===== src/source/flit_pkg.sv =====
/*
 * Flit format for the mesh router
 * Field widths, the 64-bit flit layout and the forward half of a channel
 */
package flit_pkg;

  // --------------------------------------------------------------------------
  // Field widths
  // --------------------------------------------------------------------------

  // Whole flit as it travels on a link
  localparam int FLIT_W = 64;

  // One hop counter, per axis
  localparam int HOP_W = 4;

  // Application payload at the bottom of the flit
  localparam int PAYLOAD_W = 48;

  // Reserved bits between the direction flags and the hop counters
  // Top reserved bit, x_dir and y_dir account for the 3
  localparam int RSVD_W = FLIT_W - 3 - 2 * HOP_W - PAYLOAD_W;

  // Remaining hops along one axis
  typedef logic [HOP_W-1:0] hop_t;

  // --------------------------------------------------------------------------
  // Flit layout, MSB first
  // --------------------------------------------------------------------------
  typedef struct packed {
    logic                 rsvd_top;
    // 0 = right, 1 = left
    logic                 x_dir;
    // 0 = up, 1 = down
    logic                 y_dir;
    logic [RSVD_W-1:0]    rsvd;
    hop_t                 hop_x;
    hop_t                 hop_y;
    logic [PAYLOAD_W-1:0] payload;
  } flit_t;

  // Forward half of a channel, ready travels back on its own wire
  typedef struct packed {
    logic  valid;
    flit_t flit;
  } link_t;

endpackage


===== src/source/router_pkg.sv =====
/*
 * Router organisation
 * Port count, port numbering and the per-port vector types
 */
package router_pkg;

  // --------------------------------------------------------------------------
  // Port count
  // --------------------------------------------------------------------------

  // Four mesh neighbours plus the local network interface
  localparam int NUM_PORTS = 5;

  // Index of one port
  typedef logic [2:0] port_idx_t;

  // One bit per port
  // Used for requests, grants and readies
  typedef logic [NUM_PORTS-1:0] port_mask_t;

  // --------------------------------------------------------------------------
  // Port numbering
  // --------------------------------------------------------------------------

  // The same index names an input and the output on that side
  localparam port_idx_t PORT_UP = 3'd0;

  localparam port_idx_t PORT_DOWN = 3'd1;

  localparam port_idx_t PORT_LEFT = 3'd2;

  localparam port_idx_t PORT_RIGHT = 3'd3;

  // Local delivery, also the injection point of the core
  localparam port_idx_t PORT_NIC = 3'd4;

  // Round-robin order follows the index
  // Lowest index wins right after reset

endpackage


===== src/source/flit_buffer.sv =====
/*
 * Single-entry elastic buffer
 * Holds one flit, refills in the same cycle it drains
 */
module flit_buffer (
  input  logic            clk,
  input  logic            reset,
  // Upstream side
  input  flit_pkg::flit_t in_flit,
  input  logic            in_valid,
  output logic            in_ready,
  // Downstream side
  input  logic            out_ready,
  output logic            out_valid,
  output flit_pkg::flit_t out_flit
);

  // Occupancy flag
  logic full;

  // Stored flit
  flit_pkg::flit_t data_q;

  // Handshake events of this cycle
  logic pop;
  logic push;

  // Downstream takes the held flit
  assign pop = full & out_ready;

  // Room when empty or when the held flit leaves now
  assign in_ready = ~full | pop;

  assign push = in_valid & in_ready;

  // Data is visible from the edge after the push
  assign out_valid = full;
  assign out_flit  = data_q;

  // --------------------------------------------------------------------------
  // Occupancy
  // --------------------------------------------------------------------------
  always_ff @(posedge clk or posedge reset) begin
    if (reset) begin
      full <= 1'b0;
    end else if (push) begin
      // Push alone or push with pop, stays full either way
      full <= 1'b1;
    end else if (pop) begin
      full <= 1'b0;
    end
  end

  // Overwrite on every push
  // A steady stream moves one flit per cycle
  always_ff @(posedge clk) begin
    if (push) begin
      data_q <= in_flit;
    end
  end

endmodule


===== src/source/input_port.sv =====
/*
 * Router input port
 * Buffers one flit and routes it X then Y, updating the hop count
 */
module input_port (
  input  logic                   clk,
  input  logic                   reset,
  // Link from the neighbour or the core
  input  flit_pkg::link_t        in_link,
  output logic                   in_ready,
  // Per-output readies from the crossbar
  input  router_pkg::port_mask_t out_ready,
  // Requested output, one-hot, zero when empty
  output router_pkg::port_mask_t req,
  // Flit with the hop count for this hop taken off
  output flit_pkg::flit_t        fwd_flit
);

  // Buffered flit
  flit_pkg::flit_t buf_flit;
  logic            buf_valid;

  // Chosen output accepts the flit
  logic pop;

  flit_buffer i_in_buf (
    .clk       (clk),
    .reset     (reset),
    .in_flit   (in_link.flit),
    .in_valid  (in_link.valid),
    .in_ready  (in_ready),
    .out_ready (pop),
    .out_valid (buf_valid),
    .out_flit  (buf_flit)
  );

  // --------------------------------------------------------------------------
  // Dimension-order route
  // --------------------------------------------------------------------------
  // X hops first, Y after X is done, then local delivery
  always_comb begin
    req      = '0;
    fwd_flit = buf_flit;
    if (buf_valid) begin
      if (buf_flit.hop_x != '0) begin
        fwd_flit.hop_x = buf_flit.hop_x - flit_pkg::hop_t'(1);
        if (buf_flit.x_dir) begin
          req[router_pkg::PORT_LEFT] = 1'b1;
        end else begin
          req[router_pkg::PORT_RIGHT] = 1'b1;
        end
      end else if (buf_flit.hop_y != '0) begin
        fwd_flit.hop_y = buf_flit.hop_y - flit_pkg::hop_t'(1);
        if (buf_flit.y_dir) begin
          req[router_pkg::PORT_DOWN] = 1'b1;
        end else begin
          req[router_pkg::PORT_UP] = 1'b1;
        end
      end else begin
        // Arrived, flit goes out untouched
        req[router_pkg::PORT_NIC] = 1'b1;
      end
    end
  end

  // Only the requested output can return a ready
  // Masking keeps a stray bit from popping the buffer
  assign pop = |(req & out_ready);

endmodule


===== src/source/output_port.sv =====
/*
 * Router output port
 * Arbitrates among the five inputs and buffers the winner for the link
 */
module output_port (
  input  logic                                        clk,
  input  logic                                        reset,
  // Requests for this output, bit i from input i
  input  router_pkg::port_mask_t                      req,
  // Routed flits of all inputs
  input  flit_pkg::flit_t [router_pkg::NUM_PORTS-1:0] in_flits,
  // Bit i high when input i hands over its flit
  output router_pkg::port_mask_t                      grant_ready,
  // Link to the neighbour or the core
  output flit_pkg::link_t                             out_link,
  input  logic                                        out_ready
);

  // Arbiter result
  router_pkg::port_mask_t grant;

  // Binary index of the winner
  router_pkg::port_idx_t grant_idx;

  // Winning flit
  flit_pkg::flit_t sel_flit;

  // Output buffer has room this cycle
  logic buf_ready;

  // Winner moves into the output buffer
  logic push;

  // --------------------------------------------------------------------------
  // Arbitration
  // --------------------------------------------------------------------------
  // Pointer only moves when the winner really leaves its input
  rr_arbiter i_arbiter (
    .clk     (clk),
    .reset   (reset),
    .request (req),
    .advance (push),
    .grant   (grant)
  );

  // One-hot grant to index
  always_comb begin
    grant_idx = '0;
    for (int p = 0; p < router_pkg::NUM_PORTS; p++) begin
      if (grant[p]) begin
        grant_idx = router_pkg::port_idx_t'(p);
      end
    end
  end

  // Index never passes the last port while a grant is up
  assign sel_flit = in_flits[grant_idx];

  assign push = (|grant) & buf_ready;

  // Ready back to the winner only, and only when it is taken now
  assign grant_ready = grant & {router_pkg::NUM_PORTS{buf_ready}};

  // --------------------------------------------------------------------------
  // Output buffer
  // --------------------------------------------------------------------------
  // Valid from the edge of the push
  // Held flit stays put while the link is stalled
  flit_buffer i_out_buf (
    .clk       (clk),
    .reset     (reset),
    .in_flit   (sel_flit),
    .in_valid  (push),
    .in_ready  (buf_ready),
    .out_ready (out_ready),
    .out_valid (out_link.valid),
    .out_flit  (out_link.flit)
  );

endmodule


===== src/source/router_top.sv =====
/*
 * Five-port mesh router
 * Input ports and output ports joined by a full 5x5 crossbar
 */
module router_top (
  input  logic                                        clk,
  input  logic                                        reset,
  // Incoming links, indexed by port
  input  flit_pkg::link_t [router_pkg::NUM_PORTS-1:0] in_link,
  output router_pkg::port_mask_t                      in_ready,
  // Outgoing links, indexed by port
  output flit_pkg::link_t [router_pkg::NUM_PORTS-1:0] out_link,
  input  router_pkg::port_mask_t                      out_ready
);

  // --------------------------------------------------------------------------
  // Crossbar nets
  // --------------------------------------------------------------------------

  // Seen from the inputs, bit j names output j
  router_pkg::port_mask_t in_req [router_pkg::NUM_PORTS];

  // Readies collected per input, bit j from output j
  router_pkg::port_mask_t in_xbar_ready [router_pkg::NUM_PORTS];

  // Seen from the outputs, bit i names input i
  router_pkg::port_mask_t out_req [router_pkg::NUM_PORTS];

  // Grant readies per output, bit i to input i
  router_pkg::port_mask_t out_grant_ready [router_pkg::NUM_PORTS];

  // Routed flits, shared by all outputs
  flit_pkg::flit_t [router_pkg::NUM_PORTS-1:0] fwd_flits;

  // --------------------------------------------------------------------------
  // Input ports
  // --------------------------------------------------------------------------
  for (genvar i = 0; i < router_pkg::NUM_PORTS; i++) begin : g_input
    input_port i_input_port (
      .clk       (clk),
      .reset     (reset),
      .in_link   (in_link[i]),
      .in_ready  (in_ready[i]),
      .out_ready (in_xbar_ready[i]),
      .req       (in_req[i]),
      .fwd_flit  (fwd_flits[i])
    );
  end

  // --------------------------------------------------------------------------
  // Transpose
  // --------------------------------------------------------------------------
  // Request i->j lands at output j, its ready goes back to input i
  // Full crossbar, a flit may leave on the side it came from
  for (genvar i = 0; i < router_pkg::NUM_PORTS; i++) begin : g_xbar_in
    for (genvar j = 0; j < router_pkg::NUM_PORTS; j++) begin : g_xbar_out
      assign out_req[j][i]       = in_req[i][j];
      assign in_xbar_ready[i][j] = out_grant_ready[j][i];
    end
  end

  // --------------------------------------------------------------------------
  // Output ports
  // --------------------------------------------------------------------------
  for (genvar j = 0; j < router_pkg::NUM_PORTS; j++) begin : g_output
    output_port i_output_port (
      .clk         (clk),
      .reset       (reset),
      .req         (out_req[j]),
      .in_flits    (fwd_flits),
      .grant_ready (out_grant_ready[j]),
      .out_link    (out_link[j]),
      .out_ready   (out_ready[j])
    );
  end

endmodule


===== src/source/rr_arbiter.sv =====
/*
 * Five-way round-robin arbiter
 * One-hot grant from a rotating pointer, pointer moves on accepted grants
 */
module rr_arbiter (
  input  logic                   clk,
  input  logic                   reset,
  input  router_pkg::port_mask_t request,
  // Granted flit was taken this cycle
  input  logic                   advance,
  output router_pkg::port_mask_t grant
);

  // One-hot priority pointer
  // The port it marks wins first
  router_pkg::port_mask_t ptr;

  // --------------------------------------------------------------------------
  // Grant search
  // --------------------------------------------------------------------------
  // Start at the pointer, walk upwards, wrap past the last port
  always_comb begin : grant_search
    int unsigned idx;
    logic        found;

    grant = '0;
    found = 1'b0;
    idx   = 0;
    for (int base = 0; base < router_pkg::NUM_PORTS; base++) begin
      if (ptr[base]) begin
        for (int off = 0; off < router_pkg::NUM_PORTS; off++) begin
          idx = (base + off) % router_pkg::NUM_PORTS;
          // First requester on the way wins
          if (!found && request[idx]) begin
            grant[idx] = 1'b1;
            found      = 1'b1;
          end
        end
      end
    end
  end

  // --------------------------------------------------------------------------
  // Pointer
  // --------------------------------------------------------------------------
  // Moves to the port after the winner
  // Held while the grant waits for room downstream
  always_ff @(posedge clk or posedge reset) begin
    if (reset) begin
      ptr <= router_pkg::port_mask_t'(1);
    end else if (advance && (|grant)) begin
      // Rotate the one-hot grant up by one
      ptr <= {grant[router_pkg::NUM_PORTS-2:0], grant[router_pkg::NUM_PORTS-1]};
    end
  end

endmodule


===== config.mk =====
export PLATFORM = sky130hd
export DESIGN_NAME = router_top
export DESIGN_NICKNAME = d
export VERILOG_FILES = /design/src/source/flit_pkg.sv /design/src/source/router_pkg.sv /design/src/source/flit_buffer.sv /design/src/source/input_port.sv /design/src/source/output_port.sv /design/src/source/router_top.sv /design/src/source/rr_arbiter.sv
export SDC_FILE = /design/constraint.sdc
export NUM_CORES = 1
export LEC_CHECK = 0
export BUFFER_PORTS_ARGS = -buffer_cell sky130_fd_sc_hd__buf_2
export CAP_MARGIN = 0
export CORE_ASPECT_RATIO = 1.4
export CORE_MARGIN = 2
export CORE_UTILIZATION = 30
export CTS_CLUSTER_DIAMETER = 200
export DETAILED_ROUTE_END_ITERATION = 8
export GPL_TIMING_DRIVEN = 0
export PLACE_DENSITY = 0.47
export SYNTH_ARGS = -nofsm -noshare
export SYNTH_HDL_FRONTEND = slang
export SYNTH_SLANG_ARGS = --single-unit

===== constraint.sdc =====
create_clock -name clk -period 9.87 [get_ports clk]
set_input_delay 2.4675 -clock clk [delete_from_list [all_inputs] [get_ports clk]]
set_output_delay 2.4675 -clock clk [all_outputs]
set_load 0.005 [all_outputs]

After elaboration in Yosys (flattened, before gate mapping)
Cells that the tools add are included.
{ "totals": {"reg_bits": 675, "inputBits": 332} }
{ "classes": {"n_addsub": 10, "order_cmp": 5, "mux": 505, "bitwise": 55, "n_reduce_logical": 275} }
{ "op_table": {"columns": ["cell", "n"], "rows": [
  ["$bmux 64 s3", 5],
  ["$mux 1", 415],
  ["$mux 64", 5],
  ["$mux 5", 30],
  ["$logic_and 1x1->1", 125],
  ["$logic_not 1->1", 120],
  ["$mux 4", 15],
  ["$and 5x5->5", 10],
  ["$mux 2", 25],
  ["$reduce_or 5->1", 10],
  ["$mux 8", 5],
  ["$reduce_bool 4->1", 10],
  ["$sub 4x1->4 const B", 10],
  ["$and 1x1->1", 25],
  ["$lt 3x4->1 const B", 5],
  ["$reduce_bool 2->1", 10],
  ["$mux 3", 5],
  ["$not 1->1", 10],
  ["$or 1x1->1", 10]
]} }

Longest topological paths before layout
Gate-level depths: netlist of the first run.
{ "logic_depth": {"ltp_word": 109, "mapped_depth": 14, "ltp_nobuf": 10} }

Modules after synthesis
Synthesis of the first run repeated with hierarchy kept, for this count alone.
{ "hier_totals": {"cells_unflattened": 3370, "area_unflattened_um2": 38539.5} }
{ "modules_own_cells": {"columns": ["mod", "instances", "cells_each", "area_each_um2", "seq_area_each_um2"], "rows": [
  ["flit_buffer", 10, 69, 1979.4, 1946.9],
  ["output_port", 5, 441, 2969.1, 0.0],
  ["rr_arbiter", 5, 56, 489.2, 126.4],
  ["input_port at g_input[1].i_input_port ...", 4, 39, 290.3, 0.0],
  ["input_port at g_input[0].i_input_port", 1, 39, 292.8, 0.0]
]} }

Worst setup path after synthesis of the first run
Ideal clock, no wire load.
{ "synth_timing": {"kind": "input to register", "start": "input port out_ready[2]", "end": "register g_input[0].i_input_port.i_in_buf.data_q, in the netlist g_input[0].i_input_port.i_in_buf.out_flit[0], enable pin", "setup_ps": 585, "arrival_ps": 7704, "slack_ps": 1582, "cell_stages": 4, "path_buffers": 1, "path_cell_list": "nor2b_1 > clkbuf_1 > or3_1 > a21boi_0"} }
{ "synth_via": {"elab_chain_cells": 8} }
{ "synth_lines": {"columns": ["item", "line_no", "rtl"], "rows": [
  ["start: declaration", "router_top.sv:13", "input router_pkg::port_mask_t out_ready"],
  ["$and 1x1->1", "flit_buffer.sv:29", "assign pop = full & out_ready;"],
  ["$or 1x1->1", "flit_buffer.sv:32", "assign in_ready = ~full | pop;"],
  ["$and 5x5->5", "output_port.sv:62", "assign grant_ready = grant & {router_pkg::NUM_PORTS{buf_ready}};"],
  ["$and 5x5->5", "input_port.sv:68", "assign pop = |(req & out_ready);"],
  ["$reduce_or 5->1", "input_port.sv:68", null],
  ["$and 1x1->1", "flit_buffer.sv:29", null],
  ["$or 1x1->1", "flit_buffer.sv:32", null],
  ["$and 1x1->1", "flit_buffer.sv:34", "assign push = in_valid & in_ready;"],
  ["named net g_input[0].i_input_port.i_in_buf.push", "flit_buffer.sv:26", "logic push;"],
  ["end signal: assignment", "flit_buffer.sv:58", "data_q <= in_flit;"],
  ["end: declaration", "flit_buffer.sv:22", "flit_pkg::flit_t data_q;"]
]} }
The timed path passes the listed nets, and every way through them passes these cells.
A chain may end at the register's enable or synchronous reset.

Final worst setup path of the first run
{ "layout_timing": {"start": "register g_input[3].i_input_port.i_in_buf.data_q, in the netlist g_input[3].i_input_port.i_in_buf.out_flit[53]", "end": "output port in_ready[1]"} }
{ "layout_via": {"elab_chain_cells": 87, "word_cells_on_any_way": 439, "classes_between": "mux: 234; bitwise: 8; reduce/logical: 197"} }
{ "layout_lines": {"columns": ["item", "line_no", "rtl"], "rows": [
  ["start: declaration", "flit_buffer.sv:22", null],
  ["start signal: assignment", "flit_buffer.sv:58", null],
  ["$reduce_bool 4->1 *", "input_port.sv:45", "if (buf_flit.hop_x != '0) begin"],
  ["$mux 2 / $mux 1 (equally long branches)", "input_port.sv:45", null],
  ["$mux 5 *", "input_port.sv:44", "if (buf_valid) begin"],
  ["$logic_and 1x1->1", "rr_arbiter.sv:34", "if (!found && request[idx]) begin"],
  ["$mux 1", "rr_arbiter.sv:34", null],
  ["$mux 1", "rr_arbiter.sv:30", "if (ptr[base]) begin"],
  ["$logic_not 1->1", "rr_arbiter.sv:34", null],
  ["$logic_and 1x1->1", "rr_arbiter.sv:34", null],
  ["(+71 left out)", null, null],
  ["$logic_and 1x1->1", "rr_arbiter.sv:34", null],
  ["$mux 1", "rr_arbiter.sv:34", null],
  ["$mux 5", "rr_arbiter.sv:30", null],
  ["$and 5x5->5", "output_port.sv:62", null],
  ["$and 5x5->5 *", "input_port.sv:68", null],
  ["$reduce_or 5->1 *", "input_port.sv:68", null],
  ["$and 1x1->1 *", "flit_buffer.sv:29", null],
  ["$or 1x1->1 *", "flit_buffer.sv:32", null],
  ["end: declaration", "router_top.sv:10", "output router_pkg::port_mask_t in_ready,"]
]} }
Every way passes the cells marked *; elsewhere a longest branch is shown, timed or not. The select of a mux whose other input is x is not followed.

==> impl_results.md, run 1 <==
- H-tree Lvls: 3
- Vias: 34958
- Static Leakage: 16.3 nW
- Clock Skews: 0.0392 ns
- Finished Core Util: 0.377
- DRT antenna net count: 0
- Drt drc: 0
- Ys async rst share: 0.0519
- Main flop type after synthesis: edfxtp_1
- Min-Delay Path Class: reg -> reg
- CTS Buf Count: 77
- Slowest CP cell: clkbuf_1
- Post-synthesis mux area share: 0.0195
- Worst path cell trace: inv_1, ha_1, nor4bb_1, nand3_1, o221ai_1, nor2_1, o21ai_1, clkbuf_1, nor2_1, nor4_1, inv_1, buf_4, buf_2
- Num rows: 148
- Critical Path Start Type: flip-flop
- R2r endpoint: g_input[3].i_input_port.i_in_buf.out_flit[42]
- Arrival time at the worst endpoint: 6.28 ns
- Hold Path Stages: 2
- Setup_tns: 0 ns
- Synth-to-layout area growth: 24.4%
- Pwr per Cell Area: 384 mW/mm^2
- Yosys warnings: 0
- Remaining global-route overflow: 0
- Hold Fails Final Rpt: 0
- Worst Hold Path EP: g_output[0].i_output_port.i_arbiter.ptr[4]
- Vias per cell: 6.14
- Routability-driven placement congestion ratio: 0.971
- Yosys top cell area share: 0.546
- Gr usage total: 0.331
- Vias in the first global route: 33033
- DR WL/cell: 36.2 um
- Synth area leaders: edfxtp_1 (55%), a21oi_1 (5.9%), nand2_1 (4.4%)
- Number of flops mapped to enable cells by yosys: 640
- Initial DRC Count: 4707
- Crit end category: output pin
- Router iterations before antenna repair: 8
- FMAX: 114 MHz
- Avg Inst Size Synth: 10.5 sq um
- Fill count: 11738
- I/O pins: 662
- TritonCTS sink count: 675
- Synth Area in Compound Gates: 0.225
- DP Cell Count: 5545
- Reg2Reg Setup Slack: 3.69 ns
- Most common cell in the synthesized netlist: edfxtp_1
- Status: complete, but fails checks
- PortBufs: 661
- Tmin final: 8.75 ns
- Largest net degree at the start of global routing: 41
- Hold WS: 0.493 ns
- Die Y: 409 um
- Worst reg2reg path startpoint: g_input[4].i_input_port.i_in_buf.out_flit[52]
- CTS tree: done
- Required time of the worst setup path: 7.40 ns
- # nets final: 4467
- Non-Filler Instances: 5694
- Initial Utilization: 0.303
- Total Wirelength: 206 mm
- Worst-Margin Slew: 1.54 ns
- HP Start: g_output[0].i_output_port.i_arbiter.ptr[4]
- Failing checks: max-capacitance violations, max-slew violations
- Share of cells above drive strength 1: 0.238
- RSZ-0062 raised after global routing: no
- Hold-fix buffer count after cts: 0
- Syn_nets: 3694
- Pwr Total: 16.8 mW
- Sequential cell area fraction in the yosys report: 0.571
- Post-synthesis register bit count: 675
- Mapped Area: 0.0352 sq mm
- # Post-CTS Setup Buffers: 0
- Chip Width: 294 um
- Root Buffer: clkbuf_16
- Post_cts resized: 0
- Max-slew headroom: -0.0234
- Worst vdd ir: 0.000218 V
- Clock Tree Buf Depth: 3
- Simple-Gate Fraction of Synth Area: 0.129
- Adder-cell share of the synthesized area: 0.00355
- Xor-xnor portion of the synthesized cell area: 0.00298
- Insertion delay to the later sink of the worst-skew pair: 0.69 ns
- Distinct cell type count after synthesis: 82
- Syn Inst Count: 3352
- Main combinational cell family by area after synthesis: compound AO/OA/AOI/OAI gates
- DP Wirelength: 154 mm
- Clock-pin slew on the worst setup and hold paths: 0.06 ns
- Worst Path Buf+Inv: 5
- First-pass GRT wire length: 276 mm
- Max Cap Viol: 1
- Largest area contributor in the netlist: edfxtp_1
- Core area: 0.116 sq mm
- CP top delay family: simple AND/OR/NAND/NOR gates
- Die ar.: 0.120 sq mm
- Period utilisation layout: 0.886
- Final Max Tran Viols: 7
- Synth top cells by count: edfxtp_1 (640), a21oi_1 (414), nand2_1 (411)
- R2R cell count: 14
- Max stage delay on crit path: 1.05 ns
- Crit Path Max Fanout: 10
- Critical path class: reg -> out
- Final setup fails: 0
- Initial antenna violation count: 19
==> cells in the final DEF, fill, tap and decap left out, drive strengths merged, types with 25 or more instances in the layout <==
cell,instances
buf,794
edfxtp,640
a21oi,414
nand2,413
nor2,292
clkbuf,276
o21ai,242
nand3,133
a211oi,127
a221oi,119
a311oi,98
inv,96
a221o,64
mux2i,45
dfrtp,30
clkinv,29
a31oi,28
nor3,26
and3,25
==> registers in the layout (all words and copies together) (netlist names) <==
| signal | cells |
|---|---|
| g_input.i_input_port.i_in_buf.out_valid | 5 |
| g_input.i_input_port.i_in_buf.out_flit | 320 |
| g_output.i_output_port.i_arbiter.ptr | 25 |
| g_output.i_output_port.i_out_buf.out_valid | 5 |
| g_output.i_output_port.i_out_buf.out_flit | 320 |
==> layout make-up <==
class	instances	area, sq um	area share
buffer	288	1380	0.0316
sequential	675	20100	0.459
clock buffer	88	2080	0.0476
inverter	87	332	0.00757
timing repair buffer	694	3960	0.0904
antenna	8	20.0	0.000457
multi-input combinational	2302	13500	0.309
tap	1500	1880	0.0428
clock inverter	52	520	0.0119
==> routing by layer <==
metal  GRT usage  up-vias  wire length (um)
met1       0.408    17426             78100
met2       0.541     2560             96200
met5           0        -                70
li1            -    14414                 -
met4       0.177       10             12800
met3      0.0714      548             19100
==> worst max path at each step <==
stage | startpoint | endpoint | slack [ns] | cells after the start
after floorplan | out_ready[2] | g_input[0].i_input_port.i_in_buf.out_flit[0] | 1.58 | 4
after global placement | g_input[4].i_input_port.i_in_buf.out_flit[48] | g_input[0].i_input_port.i_in_buf.out_flit[19] | -5.41 | 10
after detailed placement | g_input[3].i_input_port.i_in_buf.out_flit[52] | in_ready[1] | 1.99 | 13
after CTS | g_input[3].i_input_port.i_in_buf.out_flit[52] | in_ready[1] | 1.25 | 13
after global routing | g_input[4].i_input_port.i_in_buf.out_flit[52] | in_ready[3] | 1.0 | 15
final | g_input[3].i_input_port.i_in_buf.out_flit[53] | in_ready[1] | 1.12 | 13
==> kinds of logic (layout without fill, tap and decap cells) <==
| group | Yosys count | count (layout) |
|---|---|---|
| AOI/OAI and AO/OA | 1203 | 1203 |
| xor gates and xnor gates | 12 | 12 |
| adders and majority gates | 10 | 10 |
| buffers and inverters | 375 | 1209 |
| DFF | 675 | 675 |
| muxes | 66 | 66 |
| other | 0 | 8 |
| and+or+nand+nor | 1011 | 1011 |
==> per-stage QoR <==
stage | worst slack, ns | area (sq um)
final | 1.12 | 43800
after global routing | 0.995 | 43800
after CTS | 1.25 | 43800
after detailed placement | 1.99 | 41200
after global placement | -5.41 | 40400
after floorplan | 1.58 | 35200
==> power breakdown <==
part	leakage [nW]	switching, mW	internal [mW]
clock network	1.26	1.31	1.74
registers	6.33	0.905	4.69
logic	8.68	5.62	2.58
==> worst register-to-register path: cells and delay by family (launching register included) <==
kind / cells / cell delay [ns]
adders and majority gates: 1 / 0.27
and+or+nand+nor: 5 / 1.95
AOI/OAI and AO/OA: 3 / 1.21
DFF: 1 / 0.53
buffers and inverters: 5 / 1.90
No activity file was read; power rests on OpenSTA's default activity.
==> run 2, diff against run 1 <==
--- a/config.mk
+++ b/config.mk
@@ -8,7 +8,6 @@
 export BUFFER_PORTS_ARGS = -buffer_cell sky130_fd_sc_hd__buf_2
 export CAP_MARGIN = 0
 export CORE_ASPECT_RATIO = 1.4
-export CORE_MARGIN = 2
 export CORE_UTILIZATION = 30
 export CTS_CLUSTER_DIAMETER = 200
 export DETAILED_ROUTE_END_ITERATION = 8
==> run 2 against run 1 <==
The flow now finishes without violations. Register-to-register slack worse by 0.24 ns. Via count is essentially flat. Critical path type unchanged. Non-clock buffer count is 3 lower. First-iteration DRC count up 0.13%. Utilization decreased by 0.15 points. Global-route usage grew 0.077 points.
==> impl_results.md, run 2 (synthesized netlist as in run 1, its figures left out) <==
- Die ar.: 0.119 sq mm (-1.2%)
- Most common cell after layout, fill and taps aside: buf_2
- Share of cells above drive strength 1: 0.238 (about the same)
- Chip Width: 292 um (-0.68%)
- Gr usage total: 0.332 (+0.000767)
- Core area: 0.116 sq mm (unchanged)
- Router iterations before antenna repair: 9 (+1)
- Period utilisation layout: 0.894 (+0.00769)
- RSZ-0062 raised after global routing: no
- Worst path cell trace: inv_1, ha_1, or3b_1, buf_2, nand3_1, a311oi_1, o21ai_1, a21oi_2, buf_8, clkbuf_1, nor2_1, nor4_1, inv_1, buf_4, buf_2
- Max-slew headroom: 0.00675 (+0.0302)
- Max stage delay on crit path: 1.03 ns (-0.02 ns)
- Worst vdd ir: 0.000272 V (+25%)
- Clock-pin slew on the worst setup and hold paths: 0.06 ns (about the same)
- Worst Path Buf+Inv: 7 (+2)
- Die Y: 407 um (-0.49%)
- PortBufs: 661 (unchanged)
- CP top delay family: buffers and inverters
- Final Max Tran Viols: 0 (-7)
- Commonest non-fill, non-tap cells in the layout: buf_2 (716), edfxtp_1 (640), a21oi_1 (413)
- Synth-to-layout area growth: 23.9%
- # Post-CTS Setup Buffers: 0 (unchanged)
- Slowest CP cell: nor4_1
- Vias per cell: 6.16 (+0.26%)
- TritonCTS sink count: 675 (unchanged)
- Worst-Margin Slew: 1.49 ns (-0.0452 ns)
- CTS Buf Count: 75 (-2.6%)
- Tmin final: 8.82 ns (+0.0759 ns)
- Arrival time at the worst endpoint: 6.36 ns (+0.08 ns)
- Placed cell areas: 0.0411 sq mm (about the same)
- DR WL/cell: 35.9 um (-0.97%)
- Root Buffer: clkbuf_16
- Initial DRC Count: 4713 (+0.13%)
- Clock Tree Buf Depth: 3 (unchanged)
- Initial antenna violation count: 11 (-8)
- Crit end category: output pin
- Finished Core Util: 0.375 (-0.00153)
- # nets final: 4462 (-0.11%)
- H-tree Lvls: 3 (unchanged)
- Num rows: 148 (unchanged)
- Post_cts resized: 0 (unchanged)
- I/O pins: 662 (unchanged)
- DP Wirelength: 152 mm (-1.4%)
- Insertion delay to the later sink of the worst-skew pair: 0.70 ns (about the same)
- Drt drc: 0 (unchanged)
- Largest net degree at the start of global routing: 39 (-4.9%)
- CTS tree: done
- Crit Path Max Fanout: 10 (unchanged)
- Initial Utilization: 0.303 (unchanged)
- Remaining global-route overflow: 0 (unchanged)
- Final setup fails: 0 (unchanged)
- Critical Path Start Type: flip-flop
- Status: complete, no violations
- Min-Delay Path Class: reg -> reg
- Pwr per Cell Area: 383 mW/mm^2 (-0.29%)
- FMAX: 113 MHz (-0.86%)
- Max Cap Viol: 0 (-1)
- Setup_tns: 0 ns (unchanged)
- Design Area, Final: 0.0436 sq mm (-0.41%)
- First-pass GRT wire length: 274 mm (-0.71%)
- Hold Fails Final Rpt: 0 (unchanged)
- Hold-fix buffer count after cts: 0 (unchanged)
- Vias: 34974 (+0.046%)
- Clock Skews: 0.0427 ns (+0.00347 ns)
- Static Leakage: 16.2 nW (-0.52%)
- DRT antenna net count: 0 (unchanged)
- Routability-driven placement congestion ratio: 0.972 (+0.12%)
- Required time of the worst setup path: 7.40 ns (about the same)
- Critical path class: reg -> out
- Vias in the first global route: 32992 (-0.12%)
- Total Wirelength: 204 mm (-1.2%)
-- run 2: cell types whose count changed in the layout (fill, tap and decap cells not counted), moves of 3 or more --
cell	delta
diode_2	-4
clkinv_1	-12
clkinv_4	+5
clkbuf_1	+5
clkinv_2	+3
clkbuf_16	-6
-- run 2: report_power, final --
part	internal, mW	total, mW	switching (mW)
clock	1.64	2.95	1.31
combinational	2.58	8.20	5.61
sequential	4.68	5.57	0.888
total	8.91	16.7	7.81
-- run 2: final timing paths --
path	slack (ns)	cells after the start	end	startpoint
min in group asynchronous	1.74	2	g_input[1].i_input_port.i_in_buf.out_valid	reset
min	0.50	2	g_output[0].i_output_port.i_arbiter.ptr[4]	g_output[0].i_output_port.i_arbiter.ptr[4]
min reg2reg	0.50	2	g_output[0].i_output_port.i_arbiter.ptr[4]	g_output[0].i_output_port.i_arbiter.ptr[4]
max reg2reg	3.45	13	g_input[1].i_input_port.i_in_buf.out_flit[31]	g_input[3].i_input_port.i_in_buf.out_flit[52]
max	1.05	15	in_ready[3]	g_input[4].i_input_port.i_in_buf.out_flit[52]
max in group asynchronous	7.58	3	g_output[1].i_output_port.i_arbiter.ptr[0]	reset
-- run 2: cell type report --
class	instances	area (sq um)
Clock buffer	86	1940
Fill cell	11743	72700
Inverter	87	332
Buffer	288	1380
Sequential cell	675	20100
Tap cell	1500	1880
Clock inverter	49	533
Antenna cell	4	10.0
Timing Repair Buffer	691	3930
Multi-Input combinational cell	2302	13500
-- run 2: metal layers --
metal	global-route usage	wire, um	vias to the layer above
met2	0.533	93300	2641
met4	0.183	12800	6
met1	0.419	77900	17336
li1	-	-	14426
met3	0.0648	19800	565
met5	0	36	-
-- run 2: metrics by stage --
step	worst slack, ns	total power [mW]	std cells	hold WS (ns)
CTS	1.23	16.5	5678	0.499
global placement	-5.49	13.5	5513	0.473
detailed placement	1.97	13.5	5543	0.484
floorplan	1.58	9.39	3352	0.450
global route	1.00	17.2	5678	0.550
finish	1.05	16.7	5682	0.500
-- run 2: worst register-to-register path: cells and delay by family (launching register included) --
kind | cells | cell delay (ns)
AOI/OAI and AO/OA | 2 | 0.75
DFF | 1 | 0.39
and+or+nand+nor | 6 | 3.18
adders and majority gates | 1 | 0.30
buffers and inverters | 4 | 1.50
